<file path="config.mk">
export PLATFORM = sky130hd
export DESIGN_NAME = hello_link_writer_flat
export DESIGN_NICKNAME = d
export VERILOG_FILES = /design/src/hdl/hello_pkg.sv /design/src/hdl/hello_link_if.sv /design/src/hdl/hello_link_writer.sv /design/src/flat_wrapper.sv
export SDC_FILE = /design/constraint.sdc
export NUM_CORES = 1
export LEC_CHECK = 0
export ABC_AREA = 0
export BUFFER_PORTS_ARGS = -buffer_cell sky130_fd_sc_hd__buf_2
export CORE_AREA = 5 5 238 240
export CTS_BUF_LIST = sky130_fd_sc_hd__clkbuf_8
export CTS_CLUSTER_SIZE = 16
export DETAILED_ROUTE_END_ITERATION = 12
export DIE_AREA = 0 0 243 245
export PLACE_DENSITY = 0.44
export SYNTH_ARGS = -nofsm -noshare
export SYNTH_HDL_FRONTEND = slang
export SYNTH_SLANG_ARGS = --single-unit
export TNS_END_PERCENT = 1
</file>
<file path="constraint.sdc">
create_clock -name clk -period 2.25 [get_ports clk]
set_input_delay 0.225 -clock clk [delete_from_list [all_inputs] [get_ports clk]]
set_output_delay 0.225 -clock clk [all_outputs]
set_load 0.05 [all_outputs]
</file>
<file path="src/hdl/hello_pkg.sv">
// ==============================
// Shared constants and types for the multi-link hello writer
// Line width is fixed at one 64-byte host-memory line
// ==============================
`default_nettype none

package hello_pkg;

    // One host-memory line, written whole in a single W beat
    localparam int LINE_BITS  = 512;
    localparam int LINE_BYTES = LINE_BITS / 8;

    // AXI-lite CSR bus widths
    localparam int CSR_ADDR_W = 16;
    typedef logic [CSR_ADDR_W-1:0] t_csr_addr;
    typedef logic [63:0] t_csr_data;

    // Read register index, taken from byte address bits 5:3
    // Indices 6 and 7 are unassigned and read as zero
    typedef enum logic [2:0]
    {
        CSR_LINKS  = 3'd0,
        CSR_BYTES  = 3'd1,
        CSR_DONE   = 3'd2,
        CSR_ERRS   = 3'd3,
        CSR_REJECT = 3'd4,
        CSR_BUSY   = 3'd5
    } t_csr_idx;

    // ASCII "Hello world (" with the first character in the lowest byte
    localparam logic [103:0] HELLO_MSG = 104'h2820646c726f77206f6c6c6548;

endpackage

`default_nettype wire

</file>
<file path="src/hdl/hello_link_if.sv">
// ==============================
// One link's command and completion signals
// ==============================
`timescale 1ns/1ps
`default_nettype none

interface hello_link_if
#(
    parameter int MEM_ADDR_W = 48
);

    // Command toward the writer, held until cmd_ready is seen
    logic                  cmd_valid;
    // Byte address of the target line, always 64-byte aligned
    logic [MEM_ADDR_W-1:0] cmd_line_addr;
    // High only while the writer is idle
    logic                  cmd_ready;

    // One-cycle completion pulse, done_err qualified by done
    logic                  done;
    logic                  done_err;

    // CSR side issues commands
    modport dispatch (output cmd_valid, cmd_line_addr, input cmd_ready);

    // Writer side consumes commands and reports completion
    modport writer (input cmd_valid, cmd_line_addr, output cmd_ready, done, done_err);

    // Collector only observes
    modport collect (input cmd_ready, done, done_err);

endinterface

`default_nettype wire

</file>
<file path="src/hdl/hello_link_writer.sv">
// ==============================
// Writes one greeting line per command, AW then W then B
// ==============================
`timescale 1ns/1ps
`default_nettype none

module hello_link_writer
#(
    parameter int LINK_ID    = 0,
    parameter int MEM_ADDR_W = 48
)
(
    input  logic                            clk,
    input  logic                            reset_n,
    hello_link_if.writer                    link,

    // Host-memory write channels
    output logic                            awvalid,
    input  logic                            awready,
    output logic [MEM_ADDR_W-1:0]           awaddr,
    output logic                            wvalid,
    input  logic                            wready,
    output logic [hello_pkg::LINE_BITS-1:0] wdata,
    input  logic                            bvalid,
    output logic                            bready,
    input  logic [1:0]                      bresp
);

    import hello_pkg::*;

    // Message ends in the ASCII digit of this link and a closing parenthesis
    localparam logic [LINE_BITS-1:0] LINE_DATA =
        {{(LINE_BITS - 120){1'b0}}, 8'h29, 8'(8'h30 + LINK_ID), HELLO_MSG};

    typedef enum logic [1:0]
    {
        ST_IDLE,
        ST_ADDR,
        ST_DATA,
        ST_RESP
    } t_state;

    t_state                state;
    logic [MEM_ADDR_W-1:0] addr_q;
    logic                  done_q;
    logic                  err_q;

    // Ready stays low through the completion pulse
    assign link.cmd_ready = (state == ST_IDLE) && !done_q;
    assign link.done      = done_q;
    assign link.done_err  = err_q;

    assign awvalid = (state == ST_ADDR);
    assign awaddr  = addr_q;
    assign wvalid  = (state == ST_DATA);
    assign wdata   = LINE_DATA;
    assign bready  = (state == ST_RESP);

    always_ff @(posedge clk)
    begin
        if (!reset_n)
        begin
            state  <= ST_IDLE;
            done_q <= 1'b0;
            err_q  <= 1'b0;
        end
        else
        begin
            done_q <= 1'b0;
            err_q  <= 1'b0;
            case (state)
                ST_IDLE: if (link.cmd_valid && link.cmd_ready) state <= ST_ADDR;
                ST_ADDR: if (awready) state <= ST_DATA;
                ST_DATA: if (wready) state <= ST_RESP;
                ST_RESP:
                begin
                    // Any response other than OKAY is reported as an error
                    if (bvalid)
                    begin
                        state  <= ST_IDLE;
                        done_q <= 1'b1;
                        err_q  <= (bresp != 2'b00);
                    end
                end
                default: state <= ST_IDLE;
            endcase
        end
    end

    always_ff @(posedge clk)
    begin
        if (link.cmd_valid && link.cmd_ready)
        begin
            addr_q <= link.cmd_line_addr;
        end
    end

    // The address channel stays put while the host stalls it
    a_aw_stable: assert property (@(posedge clk) disable iff (!reset_n)
        awvalid && !awready |=> awvalid && $stable(awaddr));

endmodule

`default_nettype wire

</file>
<file path="src/flat_wrapper.sv">
// flat-port wrapper written by rule: the top's interface ports become plain ports
module hello_link_writer_flat import hello_pkg::*;
#(
    parameter int LINK_ID    = 0,
    parameter int MEM_ADDR_W = 48
)
  (clk, reset_n, awvalid, awready, awaddr, wvalid, wready, wdata, bvalid, bready, bresp, link_cmd_valid, link_cmd_line_addr, link_cmd_ready, link_done, link_done_err);
  hello_link_if #(.MEM_ADDR_W(MEM_ADDR_W)) link_i ();
  input  logic clk;
  input  logic reset_n;
  output logic awvalid;
  input  logic awready;
  output logic [MEM_ADDR_W-1:0] awaddr;
  output logic wvalid;
  input  logic wready;
  output logic [hello_pkg::LINE_BITS-1:0] wdata;
  input  logic bvalid;
  output logic bready;
  input  logic [1:0] bresp;
  input wire logic [$bits(link_i.cmd_valid)-1:0] link_cmd_valid;
  input wire logic [$bits(link_i.cmd_line_addr)-1:0] link_cmd_line_addr;
  output wire logic [$bits(link_i.cmd_ready)-1:0] link_cmd_ready;
  output wire logic [$bits(link_i.done)-1:0] link_done;
  output wire logic [$bits(link_i.done_err)-1:0] link_done_err;
  assign link_i.cmd_valid = link_cmd_valid;
  assign link_i.cmd_line_addr = link_cmd_line_addr;
  assign link_cmd_ready = link_i.cmd_ready;
  assign link_done = link_i.done;
  assign link_done_err = link_i.done_err;
  hello_link_writer #(.LINK_ID(LINK_ID), .MEM_ADDR_W(MEM_ADDR_W)) u_core (.clk(clk), .reset_n(reset_n), .link(link_i), .awvalid(awvalid), .awready(awready), .awaddr(awaddr), .wvalid(wvalid), .wready(wready), .wdata(wdata), .bvalid(bvalid), .bready(bready), .bresp(bresp));
endmodule
</file>
* Yosys cells after proc, flatten, opt, wreduce, memory -nomap -nowiden *
Index checks and enable logic that the tools add are counted.

word-level totals
  bits in registers = 52
  input port bits = 56

cells by class
  reductions and logical operators = 8
  equal/unequal tests = 7
  mux-type cells = 6

operators by type and width
  cell                                                                    number
  2-bit two-way mux                                                       4
  2-bit case mux with 4 select lines                                      1
  2-bit equality test (second input constant)                             2
  2-bit by 1-bit != test with 1-bit output (second input constant)        2
  2-bit != test (second input constant)                                   2
  4-bit AND reduction                                                     1
  3-bit AND reduction                                                     1
  2-bit by 1-bit equality test with 1-bit output (second input constant)  1
  1-bit logical AND                                                       2
  2-bit logical NOT                                                       1
  2-bit AND reduction                                                     1
  2-bit nonzero test                                                      1
  1-bit logical NOT                                                       1
  1-bit two-way mux                                                       1

* Longest topological paths before layout *
Gate-level depths: netlist (run 1).

  depth in word-level cells = 5
  gate-level depth with buffers = 5

* Worst setup path before layout (run 1) *
Ideal clock, no wire load.

  path type = register -> register
  from = reg u_core.state[0]
  to = reg u_core.addr_q[0] (netlist: u_core.awaddr[0]) (enable)
  stages on the path, launching flop included = 5
  path buffers = 0
  path slack = -0.308 ns
  data arrival time = 2.147 ns
  cells stage by stage = dfxtp_1 -> inv_1 -> ha_1 -> and2b_2 -> and2_1

on the way
  longest elaborated chain between the ends = 3

RTL lines
  element                 RTL line                 source
  start, declared         hello_link_writer.sv:43  t_state state;
  start signal, assigned  hello_link_writer.sv:63  state <= ST_IDLE;
  start signal, assigned  hello_link_writer.sv:72  ST_IDLE: if (link.cmd_valid && link.cmd_ready) state <= ST_ADDR;
  start signal, assigned  hello_link_writer.sv:73  ST_ADDR: if (awready) state <= ST_DATA;
  2-bit logical NOT       hello_link_writer.sv:49  assign link.cmd_ready = (state == ST_IDLE) && !done_q;
  1-bit logical AND       hello_link_writer.sv:49
  via link_cmd_ready      flat_wrapper.sv:22       output wire logic [$bits(link_i.cmd_ready)-1:0] link_cmd_ready;
  1-bit logical AND       hello_link_writer.sv:92  if (link.cmd_valid && link.cmd_ready)
  end signal, assigned    hello_link_writer.sv:94  addr_q <= link.cmd_line_addr;
  end, declared           hello_link_writer.sv:44  logic [MEM_ADDR_W-1:0] addr_q;

The timed path passes the listed nets, and every way through them passes these cells.
A chain may end at the register's enable or synchronous reset.

* Worst setup path in the final report (run 1) *
  from = reg u_core.state[0]
  to = reg u_core.addr_q[26] (netlist: u_core.awaddr[26]) (enable)

on the way
  longest elaborated chain between the ends = 3

RTL lines
  element            RTL line
  2-bit logical NOT  hello_link_writer.sv:49
  1-bit logical AND  hello_link_writer.sv:49
  1-bit logical AND  hello_link_writer.sv:92

No other way between the ends.

==> results of run 1 <==
power breakdown:
part           total, W  switching, W  internal, W
Sequential      0.00142     0.0000722      0.00135
Clock          0.000648      0.000311     0.000337
Combinational   0.00326       0.00298     0.000280
final cells by class:
cell class	instances	area share [%]
multi-input cells	532	40.84
flip-flops and latches	52	29.32
well taps	704	16.97
repair buffers	109	10.51
clock buffers	5	1.326
clock inverters	3	0.8920
inverters	2	0.1446
routing by layer:
metal / wire length (µm) / vias up / track usage, %
li1: - / 1020 / -
met1: 2511 / 1033 / 1.984
met2: 4790 / 345 / 4.041
met3: 1616 / 4 / 0.6751
met4: 94 / 0 / 0.7009
met5: 0 / - / 0
cells in the final DEF (no fill, tap or decap):
master	count
nor2b_4	1
conb_1	512
nand2_1	3
mux2i_1	2
and2b_2	1
buf_2	109
nand2b_4	1
ha_1	5
inv_8	1
clkbuf_8	5
and3_1	1
and2_4	1
a2111oi_4	1
bufinv_16	1
inv_1	2
edfxtp_1	48
dfxtp_1	4
o21a_1	1
nor2b_1	2
o21ai_0	1
clkinv_2	1
cells by family after synthesis:
| logic type | count (synthesis) |
|---|---|
| buffers and inverters | 514 |
| DFF | 52 |
| and+or+nand+nor | 10 |
| adders and majority gates | 5 |
| AOI/OAI and AO/OA | 3 |
| muxes | 2 |
| other | 2 |
worst paths after layout:
| path | endpoint | slack [ps] | startpoint | depth (start not counted) |
|---|---|---|---|---|
| setup / recovery | u_core.awaddr[26] | 490 | u_core.state[0] | 4 |
| hold / removal | u_core.awaddr[22] | 80 | link_cmd_line_addr[22] | 1 |
| setup reg to reg | u_core.awaddr[26] | 490 | u_core.state[0] | 4 |
| hold reg to reg | u_core.state[1] | 500 | u_core.state[1] | 2 |
per-stage QoR:
| step | hold slack (ps) | utilization (%) |
|---|---|---|
| 2_1_floorplan | 323.9 | - |
| 3_3_place_gp | 401.2 | 9.318 |
| 3_5_place_dp | 403.5 | 9.318 |
| 4_1_cts | 57.70 | 9.530 |
| 5_1_grt | 53.30 | 9.532 |
| 6_report | 80.90 | 9.532 |
critical path, delay by kind of cell, from the launching register on:
family | cells | cell delay (ps)
flops | 1 | 350
buf+inv | 1 | 110
simple gates | 2 | 710
fa+ha+maj | 1 | 220
state kept, by name (all words and copies together) (netlist names):
name	flops
u_core.awaddr	48
u_core.link.done	1
u_core.link.done_err	1
u_core.state	2
what timing repair did:
item / in CTS / in global routing
endpoints found under the setup margin: 0 / 48
resized for setup: 0 / 1
endpoints found under the hold margin: 0 / 0
==> reports/qor.txt, run 1 <==
Post-CTS clock slew at the launch and capture registers of the worst setup and hold paths: 100 ps
EDFF count, synth: 48
Antenna Violating Nets Remaining: 0
Gate count after technology mapping: 588
Die Outline Area: 59540 µm²
Gpl congestion: 0.6959
Worst-Skew Late Latency: 310 ps
Clock period minus final worst setup slack: 1763 ps
Kind of end point of the critical path: register
Post-CTS Setup Bufs: 0
Die X-Extent: 243 µm
Nets@finish: 763
Total routing resource utilization after global routing: 2.047%
Arrival time reported for the critical path endpoint: 1700 ps
Top cell type's share of synthesized area: 68.94%
Share of async-settable or async-resettable flops after synthesis: 0%
Count of synthesis-stage warnings from yosys: 0
Final setup vio count: 0
Number of antenna violations at the first check in global routing: 0
Top cell type by total area after synthesis: buf_4
Setup slack of the critical path after layout: 486.8 ps
Dpl cell area: 5074 µm²
Via density: 1.707
Core box area: 54450 µm²
Synthesized area divided by synthesized cell count: 9.482 µm²
Dominant cells by area after synthesis: buf_4 69%, edfxtp_1 26%, dfxtp_1 1.4%
CTS H-Tree Depth: 2
Residual DRC count: 0
Simple-gate share of the synthesized area: 1.302%
Proportion of layout cells with a drive suffix above 1: 17.35%
Post-synth cell types: 17
Post-synthesis register bit count: 52
Unrepaired setup endpoints after global routing: no
Num Clock Sinks: 52
CTS Root Cell: clkbuf_8
Post-synthesis sequential area ratio: 27.29%
Die Ht: 245 µm
Vias in the first global route: 1895
List of cells traversed by the critical path: inv_1, ha_1, and2b_2, and2_4
Antenna diode count: 0
Count of buffers from port buffering: 109
Number of filler cells placed in the layout: 6422
Arithmetic-cell share of the synthesized area counting full adders, half adders and majority gates: 1.122%
Most used flip-flop cell after synthesis: edfxtp_1
Maximum VDD drop: 344.6 µV
Hold-fix buffers at CTS: 0
Class of the most critical hold timing path: in -> reg
Detailed-route wire length: 9013 µm
CTS tree: done
Leftover overflow at the end of global routing: 0
Placed insts: 1399
Finished Layout Cells: 1407
Flip-flop and latch area: 1521 µm²
Sum of net half-perimeters after detailed placement: 8374 µm
Avg WL per Cell: 6.406 µm
Transition time at the pin with the least slew margin: 604.7 ps
Layout overhead on the synthesized area: -6.912%
Vias: 2402
Layout Cell Area excl Fill: 5190 µm²
Period utilisation layout: 78.36%
Buffers from clock root to sink, at most: 2
Area of the multi-input gates: 2120 µm²
Maxcap violations: 0
F_max: 0.5672 GHz
Crit Path Max Fanout: 48
# rows: 86
Total negative slack for setup checks: 0 ps
Share of the synthesized area in compound gates (AO/OA/AOI/OAI): 0.7181%
Netlist Area Pre-Place: 5575 µm²
Leakage component of the power: 2.739 nW
Final number of max-transition violations: 0
Final Skew: 11.16 ps
Post-placement setup slack: 127.9 ps
Crit-path max cell delay: 540 ps
Global-route wire length before repair: 10090 µm
Most common library cells after synthesis: 512 x buf_4, 48 x edfxtp_1, 5 x ha_1
Combinational family with the most area after synthesis: buffers and inverters
Drt pass-1 iters: 4
I/O pins: 622
Post-synthesis xor/xnor area fraction: 0%
Total clock buffers created by CTS: 5
Largest net degree at the start of global routing: 49
Required @ worst endpoint: 2190 ps
Startpoint-to-endpoint class of the critical path: reg -> reg
Startpoint type of the worst setup path: register
Total count of hold-check failures in the final report: 0
Detailed router's first-iteration violation count: 44
Starting density of the core: 10.24%
PnR Total Power: 0.005324 W
Share of cell area taken by muxes after synthesis: 0.3591%
Cell at the slowest stage of the critical path: and2_4
Count leader, synth: buf_4
Result of the run: complete, no violations
Worst relative slew slack: 59.69%
Total power divided by cell area: 1026 nW/µm²
No activity file was read; power rests on OpenSTA's default activity.
==> run 2, diff against run 1 <==
--- a/config.mk
+++ b/config.mk
@@ -12,7 +12,7 @@
 export CTS_CLUSTER_SIZE = 16
 export DETAILED_ROUTE_END_ITERATION = 12
 export DIE_AREA = 0 0 243 245
-export PLACE_DENSITY = 0.44
+export PLACE_DENSITY = 0.43
 export SYNTH_ARGS = -nofsm -noshare
 export SYNTH_HDL_FRONTEND = slang
 export SYNTH_SLANG_ARGS = --single-unit
==> constraint.sdc (replaced) <==
create_clock -name clk -period 1.66 [get_ports clk]
set_input_delay 0.166 -clock clk [delete_from_list [all_inputs] [get_ports clk]]
set_output_delay 0.166 -clock clk [all_outputs]
set_load 0.05 [all_outputs]
==> run 2 against run 1 <==
  * Global-route usage increased by 0.14 points
  * Sequential power up 36%
  * Largest power group unchanged
  * Clock skew decreased by 4.0 ps
  * Non-clock buffer count grew 8
  * Final cell count grew 0.57%
==> reports/qor.txt, run 2 (synthesis gave the netlist of run 1 again) <==
Result of the run: complete, no violations
Clock period minus final worst setup slack: 1523 ps
Die Outline Area: 59540 µm² (unchanged)
CTS H-Tree Depth: 2 (unchanged)
Kind of end point of the critical path: output port
Num Clock Sinks: 52 (unchanged)
Crit Path Max Fanout: 4 (-92%)
Arrival time reported for the critical path endpoint: 1360 ps (-340 ps)
Number of flip-flops in the largest register: 48 (unchanged)
Antenna Violating Nets Remaining: 0 (unchanged)
Detailed-route wire length: 9369 µm (+3.9%)
Total routing resource utilization after global routing: 2.183% (+0.14 points)
Vias: 2459 (+2.4%)
Number of filler cells placed in the layout: 6309 (-1.8%)
Die Ht: 245 µm (unchanged)
Period utilisation layout: 91.74%
Layout Cell Area excl Fill: 5270 µm² (+1.5%)
Required @ worst endpoint: 1490 ps (-700 ps)
Detailed router's first-iteration violation count: 24 (-45%)
Total negative slack for setup checks: 0 ps (unchanged)
Total power divided by cell area: 1378 nW/µm² (+34%)
Via density: 1.738 (+1.8%)
Crit-path max cell delay: 360 ps (-180 ps)
CTS Root Cell: clkbuf_8
Cell at the slowest stage of the critical path: dfxtp_1
Number of antenna violations at the first check in global routing: 1 (+1)
Comb power frac: 63.0% (+1.9 points)
Gpl congestion: 0.7526 (+8.1%)
# rows: 86 (unchanged)
Finished Layout Cells: 1415 (+0.57%)
Die X-Extent: 243 µm (unchanged)
Class of the most critical hold timing path: in -> reg
Leftover overflow at the end of global routing: 0 (unchanged)
Core box area: 54450 µm² (unchanged)
Vias in the first global route: 1877 (-0.95%)
Leakage component of the power: 2.774 nW (+1.3%)
Buffers from clock root to sink, at most: 2 (unchanged)
Switching power as a share of total power: 63.81% (+0.72 points)
Flop-to-flop setup slack: 140 ps (-350 ps)
Worst-Skew Late Latency: 310 ps (about the same)
Final number of max-transition violations: 0 (unchanged)
I/O pins: 622 (unchanged)
Proportion of layout cells with a drive suffix above 1: 18.28% (+0.93 points)
Quantity of gates resized following cts: 0 (unchanged)
Unrepaired setup endpoints after global routing: no
F_max: 0.6566 GHz
Startpoint-to-endpoint class of the critical path: reg -> out
Hold-fix buffers at CTS: 0 (unchanged)
Startpoint type of the worst setup path: register
Post-CTS Setup Bufs: 0 (unchanged)
Total count of hold-check failures in the final report: 0 (unchanged)
Maximum VDD drop: 540.8 µV (+57%)
Proportion of power drawn by flip-flops and latches: 26.6% (about the same)
Dpl cell area: 5132 µm² (+1.2%)
Most heavily used metal layer in global routing: met2
Final Skew: 7.189 ps (-3.975 ps)
Cell Int Power: 0.002629 W (+34%)
Final setup vio count: 0 (unchanged)
Net load switching power: 0.004635 W (+38%)
List of cells traversed by the critical path: inv_2, ha_4, and2b_4, buf_2
Residual DRC count: 0 (unchanged)
CTS tree: done
Met1 GRT Util: 2.091% (+0.11 points)
Nets@finish: 771 (+1.0%)
Total clock buffers created by CTS: 5 (unchanged)
Sum of net half-perimeters after detailed placement: 8874 µm (+6.0%)
Largest net degree at the start of global routing: 25 (-49%)
Clk pwr share: 10.4% (-1.8 points)
Post-CTS clock slew at the launch and capture registers of the worst setup and hold paths: 100 ps (about the same)
Maxcap violations: 0 (unchanged)
Layout overhead on the synthesized area: -5.476%
Antenna diode count: 0 (unchanged)
Placed insts: 1403 (+0.29%)
Global Route met2 Usage: 4.412% (+0.37 points)
Commonest non-fill, non-tap cell in the layout: conb_1
Routing usage on met3: 0.6533% (-0.022 points)
Commonest non-fill, non-tap cells in the layout: 512 x conb_1, 109 x buf_2, 48 x edfxtp_1, 5 x clkbuf_8
Global-route wire length before repair: 10490 µm (+4.0%)
Drt pass-1 iters: 4 (unchanged)
Avg WL per Cell: 6.621 µm (+3.4%)
Starting density of the core: 10.24% (unchanged)
Count of buffers from port buffering: 109 (unchanged)
## run 2: worst paths after layout
path / startpoint / to / cells after the start
worst max-delay path: u_core.state[1] / link_cmd_ready / 4
worst min-delay path: link_cmd_line_addr[1] / u_core.awaddr[1] / 1
worst max register to register: u_core.state[1] / u_core.awaddr[1] / 5
worst min register to register: u_core.state[1] / u_core.state[1] / 2
## run 2: area by class of cell
class	count	area [µm²]	area share, %
multi-input combinational	532	2133	40.48
sequential	52	1523	28.89
inverter	2	7.507	0.1425
clock inverter	3	28.78	0.5461
tap	704	880.8	16.71
clock buffer	5	68.82	1.306
timing repair buffer	117	628.1	11.92
## run 2: critical path, delay by kind of cell (launching register included)
kind | cells | cell delay, ps
fa+ha+maj | 1 | 160
buf+inv | 2 | 380
simple gates | 1 | 150
flops | 1 | 360
## run 2: power by group through the flow
stage | sequential (W) | clock [W] | combinational [W]
floorplan | 0.00288 | 0 | 0.00400
global placement | 0.00197 | 0 | 0.00453
detailed placement | 0.00197 | 0 | 0.00456
CTS | 0.00194 | 0.000799 | 0.00456
global route | 0.00196 | 0.000851 | 0.00475
finish | 0.00193 | 0.000759 | 0.00458
## run 2: per-stage QoR
| stage | setup slack, ps | util [%] | hold slack, ps | power, W |
|---|---|---|---|---|
| 2_1_floorplan | 2.791 | - | 264.9 | 0.006875 |
| 3_3_place_gp | 183.1 | 9.426 | 344.0 | 0.006500 |
| 3_5_place_dp | 138.2 | 9.426 | 344.9 | 0.006525 |
| 4_1_cts | 103.8 | 9.606 | 2.173 | 0.007295 |
| 5_1_grt | 42.12 | 9.679 | 1.111 | 0.007553 |
| 6_report | 137.1 | 9.679 | 21.72 | 0.007264 |
## run 2: layer usage
| metal | routed length (µm) | up-vias |
|---|---|---|
| met5 | 0 | - |
| met4 | 104 | 0 |
| met3 | 1580 | 7 |
| met2 | 5142 | 348 |
| met1 | 2542 | 1064 |
| li1 | - | 1040 |
